$ cat config.mk
export PLATFORM = sky130hd
export DESIGN_NAME = decode_stage
export DESIGN_NICKNAME = d
export VERILOG_FILES = /design/src/verilog/rv_decode_pkg.sv /design/src/verilog/alu_decoder.sv /design/src/verilog/decode_stage.sv /design/src/verilog/imm_extender.sv /design/src/verilog/main_decoder.sv /design/src/verilog/pipe_reg.sv
export SDC_FILE = /design/constraint.sdc
export NUM_CORES = 1
export LEC_CHECK = 0
export ABC_AREA = 1
export BUFFER_PORTS_ARGS = -buffer_cell sky130_fd_sc_hd__buf_4
export CELL_PAD_IN_SITES_DETAIL_PLACEMENT = 0
export CELL_PAD_IN_SITES_GLOBAL_PLACEMENT = 1
export CORE_MARGIN = 2
export CORE_UTILIZATION = 30
export CTS_BUF_LIST = sky130_fd_sc_hd__clkbuf_16
export CTS_CLUSTER_SIZE = 30
export DETAILED_ROUTE_END_ITERATION = 10
export PLACE_DENSITY_LB_ADDON = 0.3
export SETUP_SLACK_MARGIN = 0.3
export SLEW_MARGIN = 20
export SYNTH_ARGS = -nofsm -noshare
export SYNTH_HDL_FRONTEND = slang
export SYNTH_HIERARCHICAL = 1
export SYNTH_SLANG_ARGS = --single-unit
export TNS_END_PERCENT = 30
$ cat constraint.sdc
create_clock -name clk_i -period 1.8 [get_ports clk_i]
set_input_delay 0.18 -clock clk_i [delete_from_list [all_inputs] [get_ports clk_i]]
set_output_delay 0.18 -clock clk_i [all_outputs]
set_load 0.05 [all_outputs]
$ cat src/verilog/rv_decode_pkg.sv
`default_nettype none

package rv_decode_pkg;

    // RV32I base opcodes
    localparam logic [6:0] OP_LOAD   = 7'b0000011;
    localparam logic [6:0] OP_IMM    = 7'b0010011;
    localparam logic [6:0] OP_AUIPC  = 7'b0010111;
    localparam logic [6:0] OP_STORE  = 7'b0100011;
    localparam logic [6:0] OP_REG    = 7'b0110011;
    localparam logic [6:0] OP_LUI    = 7'b0110111;
    localparam logic [6:0] OP_BRANCH = 7'b1100011;
    localparam logic [6:0] OP_JALR   = 7'b1100111;
    localparam logic [6:0] OP_JAL    = 7'b1101111;

    typedef logic [3:0] byte_en_t;

    // Byte-lane masks for memory access widths
    localparam byte_en_t BE_NONE = 4'b0000;
    localparam byte_en_t BE_BYTE = 4'b0001;
    localparam byte_en_t BE_HALF = 4'b0011;
    localparam byte_en_t BE_WORD = 4'b1111;

    typedef enum logic [2:0] {
        IMM_I     = 3'b000,
        IMM_S     = 3'b001,
        IMM_B     = 3'b010,
        IMM_U     = 3'b011,
        IMM_J     = 3'b100,
        IMM_SHAMT = 3'b101,
        IMM_NONE  = 3'b111
    } imm_src_e;

    typedef enum logic [1:0] {
        ALUOP_IMM    = 2'b00, // OP-IMM and JALR
        ALUOP_BRANCH = 2'b01,
        ALUOP_REG    = 2'b10,
        ALUOP_ADD    = 2'b11  // Address and upper-immediate math
    } alu_op_e;

    typedef enum logic [3:0] {
        ADD  = 4'd0,
        SUB  = 4'd1,
        SLL  = 4'd2,
        SLT  = 4'd3,
        SLTU = 4'd4,
        XOR  = 4'd5,
        SRL  = 4'd6,
        SRA  = 4'd7,
        OR   = 4'd8,
        AND  = 4'd9
    } alu_ctrl_e;

    typedef struct packed {
        logic        valid;
        logic [31:0] pc;
        logic [31:0] instr;
    } if_id_t;

    typedef struct packed {
        logic        valid;
        logic [31:0] pc;
        logic [4:0]  rs1;
        logic [4:0]  rs2;
        logic [4:0]  rd;
        logic        reg_wr_en;
        logic        mem_wr_en;
        logic        branch;
        logic        result_src;    // 1 selects memory or PC+4
        logic        alu_src;       // 1 selects immediate as operand B
        logic        alu_src_a_sel; // Operand A from PC or zero
        logic        signed_ext;
        byte_en_t    byte_en;
        alu_ctrl_e   alu_ctrl;
        logic [31:0] imm;
    } id_ex_t;

endpackage

`default_nettype wire
$ cat src/verilog/alu_decoder.sv
`timescale 1ns/1ps
`default_nettype none

module alu_decoder import rv_decode_pkg::*; (
    input  alu_op_e    alu_op_i,
    input  logic [2:0] funct3_i,
    input  logic       funct7_b5_i, // Instruction bit 30
    output alu_ctrl_e  alu_ctrl_o
);

    logic is_reg; // Register form may select SUB

    assign is_reg = (alu_op_i == ALUOP_REG);

    always_comb begin
        alu_ctrl_o = ADD;
        case (alu_op_i)
            ALUOP_IMM, ALUOP_REG: begin
                case (funct3_i)
                    3'h0: begin
                        // ADDI never subtracts, even with bit 30 set
                        if (is_reg && funct7_b5_i) begin
                            alu_ctrl_o = SUB;
                        end else begin
                            alu_ctrl_o = ADD;
                        end
                    end
                    3'h1: alu_ctrl_o = SLL;
                    3'h2: alu_ctrl_o = SLT;
                    3'h3: alu_ctrl_o = SLTU;
                    3'h4: alu_ctrl_o = XOR;
                    3'h5: begin
                        if (funct7_b5_i) begin
                            alu_ctrl_o = SRA; // SRA and SRAI
                        end else begin
                            alu_ctrl_o = SRL;
                        end
                    end
                    3'h6: alu_ctrl_o = OR;
                    3'h7: alu_ctrl_o = AND;
                    default: alu_ctrl_o = ADD;
                endcase
            end

            ALUOP_BRANCH: begin
                alu_ctrl_o = SUB; // Compare by subtraction
            end

            default: begin
                alu_ctrl_o = ADD; // ALUOP_ADD
            end
        endcase
    end

endmodule

`default_nettype wire

$ cat src/verilog/decode_stage.sv
`timescale 1ns/1ps
`default_nettype none

module decode_stage import rv_decode_pkg::*; (
    input  logic        clk_i,
    input  logic        reset_i,
    input  logic        instr_valid_i,
    input  logic [31:0] instr_i,
    input  logic [31:0] pc_i,
    input  logic        stall_i,
    input  logic        flush_i,
    output id_ex_t      ex_o
);

    if_id_t    if_id_d;
    if_id_t    if_id_q;
    id_ex_t    id_ex_d;

    logic      reg_wr_en;
    logic      mem_wr_en;
    imm_src_e  imm_src;
    logic      alu_src;
    logic      branch;
    logic      result_src;
    alu_op_e   alu_op;
    byte_en_t  byte_en;
    logic      alu_src_a_sel;
    logic      signed_ext;
    alu_ctrl_e alu_ctrl;
    logic [31:0] imm;

    assign if_id_d = '{valid: instr_valid_i, pc: pc_i, instr: instr_i};

    pipe_reg #(.T(if_id_t)) u_if_id (
        .clk_i   (clk_i),
        .reset_i (reset_i),
        .stall_i (stall_i),
        .flush_i (flush_i),
        .d_i     (if_id_d),
        .q_o     (if_id_q)
    );

    main_decoder u_main_decoder (
        .opcode_i        (if_id_q.instr[6:0]),
        .funct3_i        (if_id_q.instr[14:12]),
        .funct7_i        (if_id_q.instr[31:25]),
        .reg_wr_en_o     (reg_wr_en),
        .mem_wr_en_o     (mem_wr_en),
        .imm_src_o       (imm_src),
        .alu_src_o       (alu_src),
        .branch_o        (branch),
        .result_src_o    (result_src),
        .alu_op_o        (alu_op),
        .byte_en_o       (byte_en),
        .alu_src_a_sel_o (alu_src_a_sel),
        .signed_o        (signed_ext)
    );

    alu_decoder u_alu_decoder (
        .alu_op_i    (alu_op),
        .funct3_i    (if_id_q.instr[14:12]),
        .funct7_b5_i (if_id_q.instr[30]),
        .alu_ctrl_o  (alu_ctrl)
    );

    imm_extender u_imm_extender (
        .instr_i   (if_id_q.instr),
        .imm_src_i (imm_src),
        .imm_o     (imm)
    );

    always_comb begin
        id_ex_d.valid         = if_id_q.valid;
        id_ex_d.pc            = if_id_q.pc;
        id_ex_d.rs1           = if_id_q.instr[19:15];
        id_ex_d.rs2           = if_id_q.instr[24:20];
        id_ex_d.rd            = if_id_q.instr[11:7];
        id_ex_d.reg_wr_en     = reg_wr_en;
        id_ex_d.mem_wr_en     = mem_wr_en;
        id_ex_d.branch        = branch;
        id_ex_d.result_src    = result_src;
        id_ex_d.alu_src       = alu_src;
        id_ex_d.alu_src_a_sel = alu_src_a_sel;
        id_ex_d.signed_ext    = signed_ext;
        id_ex_d.byte_en       = byte_en;
        id_ex_d.alu_ctrl      = alu_ctrl;
        id_ex_d.imm           = imm;
    end

    pipe_reg #(.T(id_ex_t)) u_id_ex (
        .clk_i   (clk_i),
        .reset_i (reset_i),
        .stall_i (stall_i),
        .flush_i (flush_i),
        .d_i     (id_ex_d),
        .q_o     (ex_o)
    );

endmodule

`default_nettype wire

$ cat src/verilog/imm_extender.sv
`timescale 1ns/1ps
`default_nettype none

module imm_extender import rv_decode_pkg::*; (
    input  logic [31:0] instr_i,
    input  imm_src_e    imm_src_i,
    output logic [31:0] imm_o
);

    logic sign; // Instruction bit 31 is the sign for all formats

    assign sign = instr_i[31];

    always_comb begin
        case (imm_src_i)
            IMM_I: imm_o = {{21{sign}}, instr_i[30:20]};
            IMM_S: imm_o = {{21{sign}}, instr_i[30:25], instr_i[11:7]};
            IMM_B: begin
                imm_o = {{20{sign}}, instr_i[7], instr_i[30:25],
                         instr_i[11:8], 1'b0};
            end
            IMM_U: imm_o = {instr_i[31:12], 12'b0}; // Upper 20 bits
            IMM_J: begin
                imm_o = {{12{sign}}, instr_i[19:12], instr_i[20],
                         instr_i[30:21], 1'b0};
            end
            IMM_SHAMT: imm_o = {27'b0, instr_i[24:20]}; // Shift amount
            default:   imm_o = 32'b0; // IMM_NONE
        endcase
    end

endmodule

`default_nettype wire

$ cat src/verilog/main_decoder.sv
`timescale 1ns/1ps
`default_nettype none

module main_decoder import rv_decode_pkg::*; (
    input  logic [6:0] opcode_i,
    input  logic [2:0] funct3_i,
    input  logic [6:0] funct7_i,

    output logic       reg_wr_en_o,
    output logic       mem_wr_en_o,
    output imm_src_e   imm_src_o,
    output logic       alu_src_o,       // Operand B is the immediate
    output logic       branch_o,        // Branches and jumps
    output logic       result_src_o,    // Memory data or link address
    output alu_op_e    alu_op_o,
    output byte_en_t   byte_en_o,
    output logic       alu_src_a_sel_o, // Operand A is PC or zero
    output logic       signed_o
);

    always_comb begin
        // Idle controls, also the illegal-opcode result
        reg_wr_en_o     = 1'b0;
        mem_wr_en_o     = 1'b0;
        imm_src_o       = IMM_I;
        alu_src_o       = 1'b0;
        branch_o        = 1'b0;
        result_src_o    = 1'b0;
        alu_op_o        = ALUOP_IMM;
        byte_en_o       = BE_NONE;
        alu_src_a_sel_o = 1'b0;
        signed_o        = 1'b0;

        case (opcode_i)
            OP_LOAD: begin
                reg_wr_en_o  = 1'b1;
                alu_src_o    = 1'b1;
                result_src_o = 1'b1; // Write back load data
                alu_op_o     = ALUOP_ADD;
                imm_src_o    = IMM_I;
                case (funct3_i)
                    3'h0: begin
                        byte_en_o = BE_BYTE; // LB
                        signed_o  = 1'b1;
                    end
                    3'h1: begin
                        byte_en_o = BE_HALF; // LH
                        signed_o  = 1'b1;
                    end
                    3'h2: begin
                        byte_en_o = BE_WORD; // LW
                        signed_o  = 1'b1;
                    end
                    3'h4: byte_en_o = BE_BYTE; // LBU
                    3'h5: byte_en_o = BE_HALF; // LHU
                    default: byte_en_o = BE_NONE;
                endcase
            end

            OP_IMM: begin
                reg_wr_en_o = 1'b1;
                alu_src_o   = 1'b1;
                alu_op_o    = ALUOP_IMM;
                case (funct3_i)
                    3'h1: begin
                        imm_src_o = IMM_SHAMT; // SLLI
                    end
                    3'h5: begin
                        imm_src_o = IMM_SHAMT;   // SRLI / SRAI
                        signed_o  = funct7_i[5]; // Arithmetic shift
                    end
                    3'h3: begin
                        imm_src_o = IMM_I; // SLTIU compares unsigned
                    end
                    default: begin
                        imm_src_o = IMM_I;
                        signed_o  = 1'b1;
                    end
                endcase
            end

            OP_STORE: begin
                mem_wr_en_o  = 1'b1;
                imm_src_o    = IMM_S;
                alu_src_o    = 1'b1;
                result_src_o = 1'b1;
                alu_op_o     = ALUOP_ADD; // Effective address
                case (funct3_i)
                    3'h0:    byte_en_o = BE_BYTE; // SB
                    3'h1:    byte_en_o = BE_HALF; // SH
                    3'h2:    byte_en_o = BE_WORD; // SW
                    default: byte_en_o = BE_NONE;
                endcase
            end

            OP_REG: begin
                reg_wr_en_o = 1'b1;
                alu_op_o    = ALUOP_REG;
                imm_src_o   = IMM_NONE; // No immediate
                case (funct3_i)
                    3'h1:    signed_o = 1'b0;
                    3'h3:    signed_o = 1'b0;        // SLTU
                    3'h5:    signed_o = funct7_i[5]; // SRA
                    default: signed_o = 1'b1;
                endcase
            end

            OP_BRANCH: begin
                imm_src_o = IMM_B;
                branch_o  = 1'b1;
                alu_op_o  = ALUOP_BRANCH;
                // BLTU and BGEU compare unsigned
                signed_o  = (funct3_i != 3'h6) && (funct3_i != 3'h7);
            end

            OP_JAL: begin
                branch_o     = 1'b1;
                imm_src_o    = IMM_J;
                alu_src_o    = 1'b1;
                reg_wr_en_o  = 1'b1;
                result_src_o = 1'b1; // Link address
                alu_op_o     = ALUOP_ADD;
            end

            OP_JALR: begin
                branch_o     = 1'b1;
                imm_src_o    = IMM_I;
                alu_src_o    = 1'b1;
                reg_wr_en_o  = 1'b1;
                result_src_o = 1'b1;
                alu_op_o     = ALUOP_IMM; // funct3 0 resolves to ADD
                signed_o     = 1'b1;
            end

            OP_LUI, OP_AUIPC: begin
                reg_wr_en_o     = 1'b1;
                alu_src_o       = 1'b1;
                imm_src_o       = IMM_U;
                alu_op_o        = ALUOP_ADD;
                alu_src_a_sel_o = 1'b1; // Zero for LUI, PC for AUIPC
            end

            default: begin
                reg_wr_en_o = 1'b0; // Unknown opcode stays idle
            end
        endcase
    end

endmodule

`default_nettype wire

$ cat src/verilog/pipe_reg.sv
`timescale 1ns/1ps
`default_nettype none

module pipe_reg #(
    parameter type T = logic
) (
    input  logic clk_i,
    input  logic reset_i,
    input  logic stall_i, // Hold current contents
    input  logic flush_i, // Insert a bubble
    input  T     d_i,
    output T     q_o
);

    T q;

    always_ff @(posedge clk_i) begin
        if (reset_i) begin
            q <= T'('0);
        end else if (flush_i) begin
            q <= T'('0); // Bubble, valid low
        end else if (!stall_i) begin
            q <= d_i;
        end
    end

    assign q_o = q;

endmodule

`default_nettype wire

== Word level (Yosys, flattened, before mapping) ==
Index checks and enable logic that the tools add are counted.
Storage, ports and cells
  bits in registers: 160
  bits of input ports: 69
  output and inout bits: 95
Cells by class
  reduce and logical (&&, ||, !) cells: 18
  eq/ne operators: 25
  mux-type cells: 20
Operator list (count)
  32-bit one-hot mux with 6 select lines: 1
  4-bit one-hot mux with 8 select lines: 1
  4-bit one-hot mux with 3 select lines: 2
  7-bit by 6-bit == test with 1-bit output, second input constant: 3
  7-bit == test, second input constant: 3
  3-bit == test, second input constant: 6
  3-bit one-hot mux with 6 select lines: 1
  4-bit one-hot mux with 2 select lines: 2
  7-bit by 5-bit == test with 1-bit output, second input constant: 2
  2-bit OR reduction: 7
  7-bit OR reduction: 2
  3-bit by 2-bit == test with 1-bit output, second input constant: 4
  1-bit two-way mux: 9
  7-bit by 2-bit == test with 1-bit output, second input constant: 1
  3-bit by 1-bit == test with 1-bit output, second input constant: 2
  3-bit logical NOT: 2
  3-bit inequality test, second input constant: 2
  2-bit one-hot mux with 3 select lines: 1
  3-bit OR reduction: 2
  5-bit OR reduction: 1
  1-bit one-hot mux with 4 select lines: 1
  4-bit OR reduction: 1
  3-bit two-way mux: 1
  2-bit by 1-bit == test with 1-bit output, second input constant: 1
  4 further kinds: 5

== Logic depth before layout (Yosys ltp) ==
Gate-level depths: netlist of the first run.
  word-level depth: 8
  gate-level depth with buffers: 15
  gate-level depth less buffers: 14

== By module ==
Netlist of the first run, hierarchy kept.
Modules (own cells, without submodules)
  pipe_reg (u_id_ex): area an instance 3902.5 um^2, instances 1, cells an instance 602
  pipe_reg (u_if_id): area an instance 2645.0 um^2, instances 1, cells an instance 412
  imm_extender: area an instance 416.6 um^2, instances 1, cells an instance 92
  main_decoder: area an instance 326.6 um^2, instances 1, cells an instance 70
  alu_decoder: area an instance 107.6 um^2, instances 1, cells an instance 20

== Least setup slack after synthesis of the first run ==
Ideal clock, no wire load.
  kind: reg-to-reg
  start: register u_if_id.q, in the netlist u_if_id/q_o[0]
  end: register u_id_ex.q, in the netlist u_id_ex/q_o[29]
  stages on the path, launching flop included: 14
  clock period less this slack: 1.696 ns
  setup slack: 0.104 ns
  path buffers: 2
  arrival: 1.583 ns
  library setup time: 0.113 ns
  cells stage by stage: dfxtp_1 nand2_2 nor2_1 nand3_1 inv_1 nor2_1 nand3_1 buf_4 nand2_1 nand3_1 buf_2 nand2_1 nor2_1 nor2_1
Between the ends
  longest elaborated chain between the ends: 5
  elaborated cells on any way between the ends: 16
RTL lines
  start: declaration: RTL line pipe_reg.sv:15  | T q;
  start signal: assignment: RTL line pipe_reg.sv:19  | q <= T'('0);
  start signal: assignment: RTL line pipe_reg.sv:21  | q <= T'('0);
  start signal: assignment: RTL line pipe_reg.sv:23  | q <= d_i;
  7-bit by 6-bit == test with 1-bit output / 7-bit by 5-bit == test with 1-bit output (equally long branches): RTL line main_decoder.sv:34  | case (opcode_i)
  2-bit OR reduction: RTL line main_decoder.sv:34
  3-bit one-hot mux with 6 select lines (*): RTL line main_decoder.sv:34
  via imm_src[0]: RTL line decode_stage.sv:21  | imm_src_e imm_src;
  3-bit == test (tied with other cells): RTL line imm_extender.sv:15  | case (imm_src_i)
  32-bit one-hot mux with 6 select lines (*): RTL line imm_extender.sv:15
  via imm[29]: RTL line decode_stage.sv:30  | logic [31:0] imm;
  end signal: assignment: RTL line pipe_reg.sv:19
  end signal: assignment: RTL line pipe_reg.sv:21
  end signal: assignment: RTL line pipe_reg.sv:23
  end: declaration: RTL line pipe_reg.sv:15
The timed path passes the listed nets; every way through them passes the cells marked *.
A chain may end at the register's enable or synchronous reset.

== Worst setup path in the final report of the first run ==
  start: register u_if_id.q, in the netlist u_if_id/q_o[4]
  end: register u_id_ex.q, in the netlist u_id_ex/q_o[0]
The elaborated chain is that of the path after synthesis.

==> results.cfg, run 1 <==
[setup_path]
required_ns = 2.11
critPathArrivalTime_ns = 2.01
crit_chain = inv_2, nor2_4, buf_6, nand3_2, buf_4, nand3_4, clkinvlp_4, nand3_1, nand3_2, nor2_2, nor2_1
worstPathMaxFanout = 5
critPathSlowestCell = dfxtp_2
path_class = register to register
cp_common_cell = nand3_2
endpoint_kind = register
cpPeakStageDelay_ns = 0.33
start_kind = register

[yosys]
syn_inst = 1196
synth_ff_type = dfxtp_1
synthesis.nets = 1265
synth_compound_area_share_pct = 1.32
yosys.area_share.xor_xnor_pct = 0
ys_seq_area_share_pct = 43.3
synth_top_cell_area_share_pct = 43.3
ys_ff_latch = 160
synth_area_sq_mm = 0.00740
syn_avg_cell_area_sq_um = 6.19
synth_top_family_by_area = simple AND/OR/NAND/NOR gates
synth-adder-area-share_pct = 0
synth_mux_area_share_pct = 0
synthSimpleGateAreaFrac_pct = 40.7
synth_top_cells_by_area = dfxtp_1 (43%), nand2_1 (20%), nor2_1 (17%)
synth_edf_count = 0
synth_top_cell_by_area = dfxtp_1
synthArstFlopShare_pct = 0
synth_most_common_cell = nand2_1
synth_cell_types = 27
ys.warnings.count = 6
synthTopCellsByCount = nand2_1 (394), nor2_1 (342), inv_1 (181)

[die]
chipWidth_um = 161
die_h_um = 161
fp.coreArea_sq_mm = 0.0242
ios = 164
initial_core_util_pct = 30.5
num_rows = 57
dieArea_sq_mm = 0.0259

[clock_tree]
cts_root_buf = clkbuf_16
htreeDepth = 4
numCtsBuffers = 17
clock_path_buffers = 2
insertion_delay_ns = 0.42
cts_tree = built
cts.sinks = 160
clk_transition_reported_paths_ns = 0.07

[placed_design]
dp_hpwl_mm = 12.7
placed_area_sq_mm = 0.00901
gp_congestion = 0.829
port_buffers = 163
dpl.cell_count = 1655
place_ws_ns = -0.0395

[global_routing]
grt_max_degree = 96
grt_pass1_vias = 6453
grt_pass1_wl_mm = 31.9
gr-total-overflow = 0
grt_use_total_pct = 15.2
antenna_found_initial = 0

[sta]
worst_pin_slew_ns = 0.487
final.setup_skew_ns = 0.00935
finalSetupViolCount = 0
rsz0062_at_grt = yes
layout_setup_ws_ns = 0.101
finalHoldViolations = 0
slew_headroom_pct = 67.5
max_freq_mhz = 589
period_share_pct = 94.4
drv_slew = 0
period_needed_ns = 1.70

[finish]
final_cells = 1757
layout-drive-gt1-share_pct = 20.5
seq_area_sq_mm = 0.00321
fill_cells = 2631
nNetsFinal = 1489
multi_input_area_sq_mm = 0.00332
area_delta_synth_final_pct = 42.4
fin_area_sq_mm = 0.0105
antenna_cells = 0

[status]
status = complete, no violations

[hold_path]
hold_class = input port to register

[power]
swShare_pct = 27.3
pwr-share-comb_pct = 14.3
p_int_w = 0.00654
p_switching_w = 0.00245
power.density_mw_per_mm2 = 853
ir_drop_mv = 0.448
seq_power_share_pct = 41.9
power.share.clock_pct = 43.8
p_leak_nw = 5.21

[route]
vias = 6999
drtPass1Iterations = 5
ant_nets = 0
wl_per_cell_um = 11.1
routed_wirelength_mm = 19.5
drt-initial-drc-count = 375
drc_errors = 0
drt-vias-per-instance = 3.98

[flow_run]
max_cap_viol_count = 0
-- worst paths after layout --
path                   start         endpoint  slack, ns  cells past startpoint
min reg2reg  u_if_id/q_o[42]  u_id_ex/q_o[72]       0.47                      2
max           u_if_id/q_o[4]   u_id_ex/q_o[0]       0.10                     11
max reg2reg   u_if_id/q_o[4]   u_id_ex/q_o[0]       0.10                     11
min                  stall_i   u_if_id/q_o[3]       0.18                      3
-- cell families (layout without fill, tap and decap cells) --
group           Yosys count  after routing
compound gates           15             15
flops                   160            160
buf+inv                 247            484
simple gates            774            774
-- worst max-delay path: cells and delay by family (launching register included) --
family / cells / cell delay [ns]
and+or+nand+nor: 7 / 0.79
buffers and inverters: 4 / 0.49
DFF: 1 / 0.33
-- final cells by class --
| class | instances | share of cell area [%] |
|---|---|---|
| repair buffers | 261 | 21.2 |
| clock inverters | 15 | 1.97 |
| multi-input cells | 789 | 31.5 |
| inverters | 190 | 6.91 |
| flip-flops and latches | 160 | 30.5 |
| well taps | 324 | 3.85 |
| repair inverters | 1 | 0.0712 |
| clock buffers | 17 | 4.04 |
-- routing by layer --
metal / vias up / track usage, % / wire (um)
li1: 3871 / - / -
met2: 125 / 26.0 / 9180
met4: 0 / 4.26 / 215
met3: 14 / 3.18 / 816
met1: 2989 / 19.4 / 9260
met5: - / 0 / 0
-- power groups by stage --
stage / clock network (W) / registers (W) / logic [W]
CTS: 0.00408 / 0.00377 / 0.00129
finish: 0.00394 / 0.00377 / 0.00128
detailed placement: 0 / 0.00385 / 0.00116
floorplan: 0 / 0.00408 / 0.000561
global route: 0.00423 / 0.00379 / 0.00143
global placement: 0 / 0.00385 / 0.00116
-- registers in the layout, indices dropped and copies added (netlist names) --
| register | count |
|---|---|
| u_if_id/q_o | 65 |
| u_id_ex/q_o | 95 |
-- through the flow --
step	util, %	hold WS [ns]	total power, W	setup TNS [ns]
floorplan	-	0.309	0.00464	0
global placement	37.2	0.397	0.00501	-0.0174
detailed placement	37.2	0.402	0.00501	-0.517
CTS	42.9	0.160	0.00914	0
global route	43.5	0.175	0.00944	-0.0977
finish	43.5	0.178	0.00899	0
-- repair_timing --
item	CTS	global route
pin swaps	12	18
resized for setup	26	30
setup endpoints to repair	36	41
gates cloned	1	0
hold endpoints to repair	65	0
hold buffers	65	0
buffers inserted	2	2
-- cells in the final DEF (no fill, tap or decap), types with 7 or more instances in the layout --
cell           instances
nor2_4                 9
dlygate4sd3_1         65
nand3_1                8
dfxtp_1              154
buf_4                183
clkbuf_16             17
nand3_2               11
nand2_4                7
inv_1                181
nor2_1               330
nand2_1              386
nor2_2                 8
No activity file was read; power rests on OpenSTA's default activity.
==> run 2, diff against run 1 <==
Settings changed: CORE_ASPECT_RATIO from default to 0.7.
Clock period 1.8 ns to 1.7 ns, I/O delays scaled along.
==> run 2 against run 1 <==
  * The flow now finishes with violations (negative setup slack)
  * Fmax fell by 3.5%
  * Setup slack got worse by 0.16 ns
  * Sequential cell count did not move
  * Sequential power rose by 6.1%
  * Critical path depth rose by 2
  * Core utilization rose by 0.23 points
  * First-iteration DRC count fell by 9.1%
  * Wire length rose by 7.9%
  * Clock power rose by 6.3%
  * Clock-buffer cell count did not move
  * Non-clock buffer count rose by 10
  * Critical endpoint is now u_id_ex/q_o[29]
  * Largest cell class unchanged
  * Largest power group unchanged
==> results.cfg, run 2 (synthesis gave the netlist of run 1 again) <==
[finish]
largest_reg_flops = 95
nNetsFinal = 1499
antenna_cells = 0
area_delta_synth_final_pct = 44.4
mostFrequentLayoutCell = nand2_1
fin_area_sq_mm = 0.0107
layout-drive-gt1-share_pct = 22.0
final_cells = 1768
fill_cells = 2559
final_cell_mix = nand2_1 (378), nor2_1 (328), buf_4 (196), inv_1 (178), dfxtp_1 (154)

[sta]
finalHoldViolations = 0
rsz0062_at_grt = yes
slew_headroom_pct = 68.6
max_freq_mhz = 568
finalSetupViolCount = 21
period_share_pct = 104
final.setup_skew_ns = 0.0144
layout_setup_ws_ns = -0.0605
worst_pin_slew_ns = 0.471
setup-tns-final_ns = -0.502
period_needed_ns = 1.76
drv_slew = 0

[global_routing]
grt_pass1_vias = 6353
gr-total-overflow = 0
grt_max_degree = 96
antenna_found_initial = 0
grt_use_total_pct = 16.5
grt_pass1_wl_mm = 33.0

[die]
die_h_um = 135
num_rows = 48
dieArea_sq_mm = 0.0260
ios = 164
chipWidth_um = 192
initial_core_util_pct = 30.3
fp.coreArea_sq_mm = 0.0244

[setup_path]
crit_chain = clkinv_4, nand2_4, nor2_8, inv_2, nor2_4, nor2_4, nand3_2, buf_6, o21ai_4, nand3_4, nand2_1, nor2_1, nor2_1
endpoint_kind = register
worstPathMaxFanout = 6
path_class = register to register
start_kind = register
crit_family = simple AND/OR/NAND/NOR gates
cp.buffers_inverters = 3
critPathSlowestCell = dfxtp_2
required_ns = 2.07
cp.depth = 13
cpPeakStageDelay_ns = 0.36
critPathArrivalTime_ns = 2.13
rr_worst_depth = 13

[clock_tree]
cts_tree = built
insertion_delay_ns = 0.44
numCtsBuffers = 17
htreeDepth = 4
clock_path_buffers = 2
clk_transition_reported_paths_ns = 0.07
cts_root_buf = clkbuf_16
cts.sinks = 160

[placed_design]
dpl.cell_count = 1669
port_buffers = 163
placed_area_sq_mm = 0.00911
dp_hpwl_mm = 13.8
gp_congestion = 0.802

[power]
power.density_mw_per_mm2 = 896
ir_drop_mv = 0.675
p_leak_nw = 5.23

[status]
violations = negative setup slack
status = complete, but fails checks

[route]
drc_errors = 0
drtPass1Iterations = 4
routed_wirelength_mm = 21.0
drt-vias-per-instance = 4.00
drt-initial-drc-count = 341
vias = 7076
ant_nets = 0
wl_per_cell_um = 11.9

[flow_run]
max_cap_viol_count = 0

[hold_path]
hold_class = input port to register
holdPathStages = 3
-- run 2: final cells by class --
class	count	area, sq um	area share, %
multi-input combinational	790	3410	31.9
clock buffer	17	425	3.98
inverter	190	728	6.82
timing repair buffer	271	2290	21.5
tap	325	407	3.81
sequential	160	3210	30.1
clock inverter	15	205	1.92
-- run 2: worst paths after layout --
kind / to / slack (ns) / from
worst max-delay path: u_id_ex/q_o[29] / -0.06 / u_if_id/q_o[2]
worst max register to register: u_id_ex/q_o[29] / -0.06 / u_if_id/q_o[2]
worst min register to register: u_id_ex/q_o[79] / 0.46 / u_if_id/q_o[49]
worst min-delay path: u_if_id/q_o[2] / 0.005 / instr_i[2]
-- run 2: timing repair --
action                                 in CTS  in global routing
setup endpoints to repair                  41                 43
endpoints found under the hold margin      63                  0
pin swaps                                  32                 30
buffers inserted                            2                  1
hold buffers                               63                  0
gates resized for setup                    49                 26
gates cloned                                1                  0
-- run 2: per-layer routing --
layer  vias to the layer above  GRT usage, %  wire length (um)
li1                       3891             -                 -
met1                      3050          23.4             10600
met2                       125          24.2              8990
met3                        10          4.77              1200
met4                         0          4.23               173
met5                         -             0                 0
-- run 2: per-stage QoR --
step | util (%) | hold slack (ns) | worst slack (ns) | total power (W)
4_1_cts | 43.3 | 0.000871 | -0.000651 | 0.00972
5_1_grt | 43.7 | 0.00378 | -0.192 | 0.0100
2_1_floorplan | - | 0.299 | 0.0845 | 0.00492
3_5_place_dp | 37.3 | 0.391 | -0.144 | 0.00533
3_3_place_gp | 37.3 | 0.386 | -0.128 | 0.00532
6_report | 43.7 | 0.00518 | -0.0605 | 0.00957
-- run 2: worst min-delay path, stage by stage --
cell and delay, ns:
buf_4 0.09, nor2_1 0.04, nor2_1 0.10
-- run 2: power by group --
part	internal, W	leakage [nW]	switching, W
Clock	0.00248	0.308	0.00171
Sequential	0.00389	1.31	0.000105
Combinational	0.000553	3.61	0.000825
Total	0.00693	5.23	0.00264
